--- src/mipsPkg.sv ---
package mipsPkg;

    ////////////////////////////////////////////////////////////
    // Widths
    ////////////////////////////////////////////////////////////
    localparam int DATA_W  = 32;           // Datapath width
    localparam int REG_W   = 5;            // 32 registers
    localparam int IMEM_AW = 8;            // 256 instruction words
    localparam int DMEM_AW = 8;            // 256 data words

    typedef logic [DATA_W-1:0] wordT;
    typedef logic [REG_W-1:0]  regAddrT;

    // All-zero word decodes to no control, used as NOP
    localparam wordT NOP_INSTR = '0;

    // Opcodes
    localparam logic [5:0] OP_RTYPE = 6'h00;
    localparam logic [5:0] OP_ADDIU = 6'h09;
    localparam logic [5:0] OP_ORI   = 6'h0d;
    localparam logic [5:0] OP_LW    = 6'h23;
    localparam logic [5:0] OP_SW    = 6'h2b;
    localparam logic [5:0] OP_BEQ   = 6'h04;
    localparam logic [5:0] OP_BNE   = 6'h05;

    // R-type function codes
    localparam logic [5:0] FN_ADDU = 6'h21;
    localparam logic [5:0] FN_SUBU = 6'h23;
    localparam logic [5:0] FN_AND  = 6'h24;
    localparam logic [5:0] FN_OR   = 6'h25;
    localparam logic [5:0] FN_SLT  = 6'h2a;

    typedef enum logic [2:0] {ALU_ADD, ALU_SUB, ALU_AND, ALU_OR, ALU_SLT} aluOpT;

    typedef enum logic [1:0] {FWD_REG, FWD_MEM, FWD_WB} fwdSelT;

    // Decoded control, travels with the instruction down to EX
    typedef struct packed {
        logic  regWrite;
        logic  memRead;
        logic  memWrite;
        logic  aluSrcImm;                  // Immediate replaces rt
        logic  zeroExt;                    // ori only
        logic  regDstRd;                   // Dest is rd, else rt
        logic  branch;
        logic  branchNe;                   // bne when set with branch
        aluOpT aluOp;
    } ctrlT;

endpackage

--- src/mipsIf.sv ---
`timescale 1ns/1ps

// Writeback-bound result of one pipeline stage
interface resultBus import mipsPkg::*; ();

    logic    regWrite;                     // Instruction writes a register
    logic    memRead;                      // Value is still an address, data not loaded yet
    regAddrT dest;                         // Destination register
    wordT    value;                        // Result or writeback data

    // Stage register that owns the bus
    modport producer (
        output regWrite,
        output memRead,
        output dest,
        output value
    );

    // Hazard logic, forwarding and the next stage
    modport consumer (
        input regWrite,
        input memRead,
        input dest,
        input value
    );

endinterface

--- src/pipeControl.sv ---
`timescale 1ns/1ps

module pipeControl import mipsPkg::*; (
    input  wordT    instrId,                 // Instruction in decode
    input  regAddrT exRs,
    input  regAddrT exRt,                    // Also the load destination
    input  logic    exMemRead,
    input  logic    branchTaken,
    resultBus.consumer memBus,
    resultBus.consumer wbBus,
    output ctrlT    ctrl,
    output logic    stall,
    output logic    flush,
    output fwdSelT  fwdSelA,
    output fwdSelT  fwdSelB
);

    logic [5:0] opcode;
    logic [5:0] funct;
    regAddrT    idRs;
    regAddrT    idRt;
    logic       memOk;
    logic       wbOk;

    assign opcode = instrId[31:26];
    assign funct  = instrId[5:0];
    assign idRs   = instrId[25:21];
    assign idRt   = instrId[20:16];

    ////////////////////////////////////////////////////////////
    // Instruction decode
    ////////////////////////////////////////////////////////////
    always_comb begin
        ctrl = '0;                           // Unknown encodings stay inert
        case (opcode)
            OP_RTYPE: begin
                ctrl.regWrite = 1'b1;
                ctrl.regDstRd = 1'b1;
                case (funct)
                    FN_ADDU: ctrl.aluOp = ALU_ADD;
                    FN_SUBU: ctrl.aluOp = ALU_SUB;
                    FN_AND:  ctrl.aluOp = ALU_AND;
                    FN_OR:   ctrl.aluOp = ALU_OR;
                    FN_SLT:  ctrl.aluOp = ALU_SLT;
                    default: ctrl = '0;      // Includes the all-zero NOP
                endcase
            end
            OP_ADDIU: begin
                ctrl.regWrite  = 1'b1;
                ctrl.aluSrcImm = 1'b1;
            end
            OP_ORI: begin
                ctrl.regWrite  = 1'b1;
                ctrl.aluSrcImm = 1'b1;
                ctrl.zeroExt   = 1'b1;
                ctrl.aluOp     = ALU_OR;
            end
            OP_LW: begin
                ctrl.regWrite  = 1'b1;
                ctrl.memRead   = 1'b1;
                ctrl.aluSrcImm = 1'b1;       // Address = rs + offset
            end
            OP_SW: begin
                ctrl.memWrite  = 1'b1;
                ctrl.aluSrcImm = 1'b1;
            end
            OP_BEQ, OP_BNE: begin
                ctrl.branch   = 1'b1;
                ctrl.branchNe = (opcode == OP_BNE);
                ctrl.aluOp    = ALU_SUB;
            end
            default: ctrl = '0;
        endcase
    end

    ////////////////////////////////////////////////////////////
    // Hazards
    ////////////////////////////////////////////////////////////
    // Load in EX feeding the instruction in decode, one bubble
    assign stall = exMemRead && (exRt != '0) && ((exRt == idRs) || (exRt == idRt));
    assign flush = branchTaken;              // Kill IF/ID and ID/EX

    // A pending load in MEM has no data yet, never forward it
    assign memOk = memBus.regWrite && !memBus.memRead && (memBus.dest != '0);
    assign wbOk  = wbBus.regWrite && (wbBus.dest != '0);

    // Youngest producer wins
    assign fwdSelA = (memOk && memBus.dest == exRs) ? FWD_MEM :
                     (wbOk && wbBus.dest == exRs)   ? FWD_WB  : FWD_REG;
    assign fwdSelB = (memOk && memBus.dest == exRt) ? FWD_MEM :
                     (wbOk && wbBus.dest == exRt)   ? FWD_WB  : FWD_REG;

endmodule
--- src/flat_wrapper.sv ---
// flat-port wrapper written by rule: the top's interface ports become plain ports
module pipeControl_flat import mipsPkg::*;
  (instrId, exRs, exRt, exMemRead, branchTaken, ctrl, stall, flush, fwdSelA, fwdSelB, memBus_regWrite, memBus_memRead, memBus_dest, memBus_value, wbBus_regWrite, wbBus_memRead, wbBus_dest, wbBus_value);
  resultBus memBus_i ();
  resultBus wbBus_i ();
  input  wordT instrId;
  input  regAddrT exRs;
  input  regAddrT exRt;
  input  logic exMemRead;
  input  logic branchTaken;
  output ctrlT ctrl;
  output logic stall;
  output logic flush;
  output fwdSelT fwdSelA;
  output fwdSelT fwdSelB;
  input wire logic [$bits(memBus_i.regWrite)-1:0] memBus_regWrite;
  input wire logic [$bits(memBus_i.memRead)-1:0] memBus_memRead;
  input wire logic [$bits(memBus_i.dest)-1:0] memBus_dest;
  input wire logic [$bits(memBus_i.value)-1:0] memBus_value;
  input wire logic [$bits(wbBus_i.regWrite)-1:0] wbBus_regWrite;
  input wire logic [$bits(wbBus_i.memRead)-1:0] wbBus_memRead;
  input wire logic [$bits(wbBus_i.dest)-1:0] wbBus_dest;
  input wire logic [$bits(wbBus_i.value)-1:0] wbBus_value;
  assign memBus_i.regWrite = memBus_regWrite;
  assign memBus_i.memRead = memBus_memRead;
  assign memBus_i.dest = memBus_dest;
  assign memBus_i.value = memBus_value;
  assign wbBus_i.regWrite = wbBus_regWrite;
  assign wbBus_i.memRead = wbBus_memRead;
  assign wbBus_i.dest = wbBus_dest;
  assign wbBus_i.value = wbBus_value;
  pipeControl u_core (.instrId(instrId), .exRs(exRs), .exRt(exRt), .exMemRead(exMemRead), .branchTaken(branchTaken), .memBus(memBus_i), .wbBus(wbBus_i), .ctrl(ctrl), .stall(stall), .flush(flush), .fwdSelA(fwdSelA), .fwdSelB(fwdSelB));
endmodule
--- config.mk ---
export PLATFORM = sky130hd
export DESIGN_NAME = pipeControl_flat
export DESIGN_NICKNAME = d
export VERILOG_FILES = /design/src/mipsPkg.sv /design/src/mipsIf.sv /design/src/pipeControl.sv /design/src/flat_wrapper.sv
export SDC_FILE = /design/constraint.sdc
export NUM_CORES = 1
export LEC_CHECK = 0
export CORE_AREA = 2 2 53 55
export DETAILED_ROUTE_END_ITERATION = 6
export DIE_AREA = 0 0 55 57
export DONT_BUFFER_PORTS = 1
export MAX_ROUTING_LAYER = met4
export PLACE_DENSITY = 0.41
export SYNTH_ARGS = -nofsm -noshare
export SYNTH_HDL_FRONTEND = slang
export SYNTH_SLANG_ARGS = --single-unit
--- constraint.sdc ---
create_clock -name vclk -period 1.5
set_input_delay 0.075 -clock vclk [all_inputs]
set_output_delay 0.075 -clock vclk [all_outputs]
set_load 0.02 [all_outputs]
==> results of run 1 <==
-- cells by family after synthesis --
kind of cell / after synthesis / synth area share, %
AND/OR/NAND/NOR: 36 / 39.6
XOR/XNOR: 31 / 45.0
AO/OA/AOI/OAI: 10 / 9.75
buffers and inverters: 8 / 5.60
-- layout by cell type, fill, tap and decap left out, drive strengths merged, types with 2 or more instances in the layout --
cell,count
nand3,4
xnor2,10
o21ai,5
nor4,5
and3,2
a21oi,3
buf,9
nor3,4
nand2,3
o31ai,2
or4,5
nand2b,3
xor2,21
inv,2
nor2,4
-- per-stage QoR --
| step | util [%] | cell area (um2) | power [mW] | cells | hold slack, ps |
|---|---|---|---|---|---|
| finish | 26.1 | 683 | 0.116 | 119 | 150 |
| global route | 26.1 | 683 | 0.131 | 119 | 150 |
| CTS | 26.1 | 683 | 0.118 | 119 | 150 |
| detailed placement | 26.1 | 683 | 0.118 | 119 | 150 |
| global placement | 26.1 | 683 | 0.115 | 119 | 150 |
| floorplan | - | 603 | 0.119 | 85 | 246 |
-- layer usage --
metal  GRT usage [%]  vias to the layer above  share of wire [%]
met1            10.1                      256                 36
li1                -                      305                  -
met4           0.348                        0               0.25
met3           0.785                        2                 10
met2            19.0                       40                 54
met5               -                        -                  0
-- worst max path at each step --
stage,endpoint,slack (ps),cells after the start
2_1_floorplan,fwdSelA[1],10,4
3_3_place_gp,fwdSelB[1],100,5
3_5_place_dp,fwdSelB[1],90,5
4_1_cts,fwdSelB[1],90,5
5_1_grt,fwdSelB[1],40,5
6_report,fwdSelB[1],120,5
-- power by group through the flow --
| stage | registers [mW] | logic, mW | clock network [mW] |
|---|---|---|---|
| final | 0 | 0.116 | 0 |
| after global routing | 0 | 0.131 | 0 |
| after CTS | 0 | 0.118 | 0 |
| after detailed placement | 0 | 0.118 | 0 |
| after global placement | 0 | 0.115 | 0 |
| after floorplan | 0 | 0.119 | 0 |
-- area by class of cell --
cell class	count	area (um2)	share of cell area [%]
Timing Repair Buffer	9	67.6	9.89
Tap cell	31	38.8	5.68
Multi-Input combinational cell	77	569	83.3
Inverter	2	7.51	1.10
==> impl_results.md, run 1 <==
- Status: completed
- CLK BUF: 0
- Top-count cell post-synth: xor2_1
- Cts hold-fix bufs: 0
- Post-synthesis cell count: 85
- Hold Crit Class: in -> out
- Crit start category: input pin
- Global route overflow: 0
- Initial antenna violation count: 0
- CP dominant cell by count: nor4_2
- Critical path data required time: approximately 1400 ps
- Vias in the first global route: 550
- Post-Syn Nets: 207
- Largest net degree at the start of global routing: 7
- Post-CTS Setup Repair Bufs: 0
- YS warnings: 0
- TritonRoute pass-1 iters: 2
- Area grow syn2layout: 13.3%
- FF/Latch Area: 0 um2
- CP peak stage delay: 520 ps
- Dpl ws: approximately 88 ps
- Crit path cell chain: or4_1 -> o21ai_2 -> nor4_2 -> nor4_2 -> buf_4
- Reg power frac: 0%
- WHS Endpoint: flush
- Seq cells: 0
- Synth top cells by count: xor2_1 (21), xnor2_1 (10), clkbuf_1 (5), or4_1 (5)
- Mapped cell area: between 600 and 700 um2
- Final cycle utilization of the critical path: 92.3%
- WL final: approximately 1.6 mm
- Max-slew violations: 0
- Worst EP arrival: roughly 1300 ps
- Crit Path Category: in -> out
- Gp weighted congestion: ~0.64
- Clock network fraction of total power: 0%
- Cell row count: 19
- Buffers on Ports: 0
- Worst-Margin Slew: 616 ps
- Hold_sp: branchTaken
- Core area: roughly 2600 um2
- Hold depth: 0
- # fillers: about 300
- Fin nets: 212
- Synth top area share: a little under a third
- Top cell family by delay on the critical path: simple AND/OR/NAND/NOR gates
- DR DRC count: 0
- Achievable clock frequency: ~720 MHz
- Final setup fails: 0
- RSZ-0062 raised after global routing: false
- Psw: approximately 0.050 mW
- Critical Path Slowest Stage Cell: or4_1
- Endpoints failing hold: 0
- Post-cts gate resize count: 0
- Starting Density: about 23%
- Routed vias/inst: a little over 5
- Wire per inst: around 13 um
- Worst slew margin: approximately three fifths
- Ports: between 100 and 150
- First-pass GRT wire length: 2.28 mm
- Global router's overall resource usage: 9.52%
- Synth area leaders: xor2_1 (30%), xnor2_1 (15%), nor4_2 (8.3%)
- CP endpoint kind: primary output
- Die W: approximately 55 um
- Max-Cap Viols: 0
- Sequential-to-total area share from yosys stat: 0%
- Dpl hpwl: 1.47 mm
- Via count: around 600
- Post-route setup TNS: 0 ps
- Die ar.: between 3000 and 4000 um2
- Remaining antenna violation count after routing: 0
- Syn Area/Cell: 7.10 um2
- Final min period: between 1000 and 1500 ps
- Bufs and invs on worst path: 1
- Layout cell share with drive strength beyond 1: roughly 17%
- Area leader, netlist: xor2_1
- P_int: 0.0662 mW
- Switching Fraction: a little over two fifths
- CP startpoint: memBus_dest[0]
- Netlist cell types: 25
- ANT cells: 0
- Comb power frac: between 90% and 100%
- Max FO, Critical Path: 3
- Power per Cell Area: about 170 nW/um2
- Starting DRT DRC Count: 1
- Leakage: roughly 0.24 nW
- Die Ht: between 50 and 60 um
- Final WS setup: between 100 and 150 ps
- Worst vdd ir: ~0.000064 V
No activity file was read; power rests on OpenSTA's default activity.
==> run 2, diff against run 1 <==
==> constraint.sdc (replaced) <==
create_clock -name vclk -period 1.75
set_input_delay 0.0875 -clock vclk [all_inputs]
set_output_delay 0.0875 -clock vclk [all_outputs]
set_load 0.02 [all_outputs]
==> impl_results.md, run 2 (synthesized netlist as in run 1, its figures left out) <==
- Status: completed
- Final min period: 1450 ps
- Buffers on Ports: 0
- DR DRC count: 0
- CP peak stage delay: 520 ps
- WL met1: 599 um
- Largest net degree at the start of global routing: 7
- Final Instance Area: about 670 um2
- First-pass GRT wire length: ~2.4 mm
- Max FO, Critical Path: 3
- Worst-Margin Slew: between 700 and 800 ps
- Max-slew violations: 0
- Gp weighted congestion: ~0.64
- Global router's overall resource usage: between 10% and 20%
- Area grow syn2layout: 10.8%
- Fin nets: 210
- Starting Density: around 23%
- Die W: about 55 um
- Commonest non-fill, non-tap cells in the layout: xor2_1 (21), xnor2_1 (10), buf_4 (7), or4_1 (5)
- Max-Cap Viols: 0
- Die Ht: 57 um
- Crit path cell chain: or4_1 -> o21ai_2 -> nor4_2 -> nor4_2 -> buf_4
- Achievable clock frequency: between 600 and 700 MHz
- Starting DRT DRC Count: 3
- Pwr Total: about 0.099 mW
- Post-route setup TNS: 0 ps
- Global route overflow: 0
- Leakage: between 0.2 and 0.25 nW
- Routed vias/inst: around 5.2
- Initial antenna violation count: 0
- Commonest non-fill, non-tap cell in the layout: xor2_1
- Hold Crit Class: in -> out
- Top layer reached by signal wires: met4
- CP endpoint kind: primary output
- WL final: 1.62 mm
- ANT cells: 0
- Hold WS: between 150 and 200 ps
- Crit Path Category: in -> out
- Seq cells: 0
- Via count: slightly above 600
- Cell row count: 19
- Final WS setup: 299 ps
- CP dominant cell by count: nor4_2
- Remaining antenna violation count after routing: 0
- Ports: between 100 and 150
- Dpl hpwl: approximately 1.5 mm
- Critical Path Slowest Stage Cell: or4_1
- Routed length on met3: between 150 and 200 um
- Crit start category: input pin
- Worst slew margin: between 50% and 60%
- Power per Cell Area: around 150 nW/um2
- Core area: about 2600 um2
- CLK BUF: 0
- TritonRoute pass-1 iters: 3
- Cts hold-fix bufs: 0
- Post-cts gate resize count: 0
- FF/Latch Area: 0 um2
- Vias in the first global route: between 500 and 600
- RSZ-0062 raised after global routing: false
- Dpl ws: 281 ps
- Final setup fails: 0
- Placed cell area: roughly 670 um2
- Post-CTS Setup Repair Bufs: 0
- Layout cell share with drive strength beyond 1: between 15 and 20%
- Worst EP arrival: around 1400 ps
- Final cycle utilization of the critical path: 82.9%
- Die ar.: about 3100 um2
- Endpoints failing hold: 0
- Critical path data required time: ~1700 ps
- Worst vdd ir: 0.0000606 V
- Metal2 WL: around 870 um
- Wire per inst: 13.9 um
-- run 2: cell count changes in the layout (fill, tap and decap cells not counted) --
cell,previous run,this run
buf_4,9,7
-- run 2: final cells by class --
class / count / area, um2
tap: 31 / 38.8
inverter: 2 / 7.51
timing repair buffer: 7 / 52.6
fill: 309 / 1950
multi-input combinational: 77 / 569
-- run 2: metal layers --
layer | vias to the layer above | global-route usage [%]
met1 | 265 | 10.9
met3 | 2 | 0.785
met2 | 39 | 20.4
met5 | - | -
met4 | 0 | 0.348
li1 | 298 | -
-- run 2: final timing paths --
check,cells past startpoint,start,end,slack [ps]
worst max-delay path,5,memBus_dest[0],fwdSelB[1],300
worst min-delay path,0,branchTaken,flush,180
-- run 2: through the flow --
step	cells	util, %
final	117	25.6
after floorplan	85	-
after CTS	117	25.6
after global placement	117	25.6
after global routing	117	25.6
after detailed placement	117	25.6
-- run 2: report_power, final --
part / leakage (nW) / internal [mW] / switching [mW] / total, mW
sequential: 0 / 0 / 0 / 0
combinational: 0.230 / 0.0562 / 0.0433 / 0.0995
clock: 0 / 0 / 0 / 0
total: 0.230 / 0.0562 / 0.0433 / 0.0995
-- run 2: critical path: cells and delay by family --
family,cells,cell delay (ps)
buffers and inverters,1,180
AOI/OAI and AO/OA,1,180
and+or+nand+nor,3,910
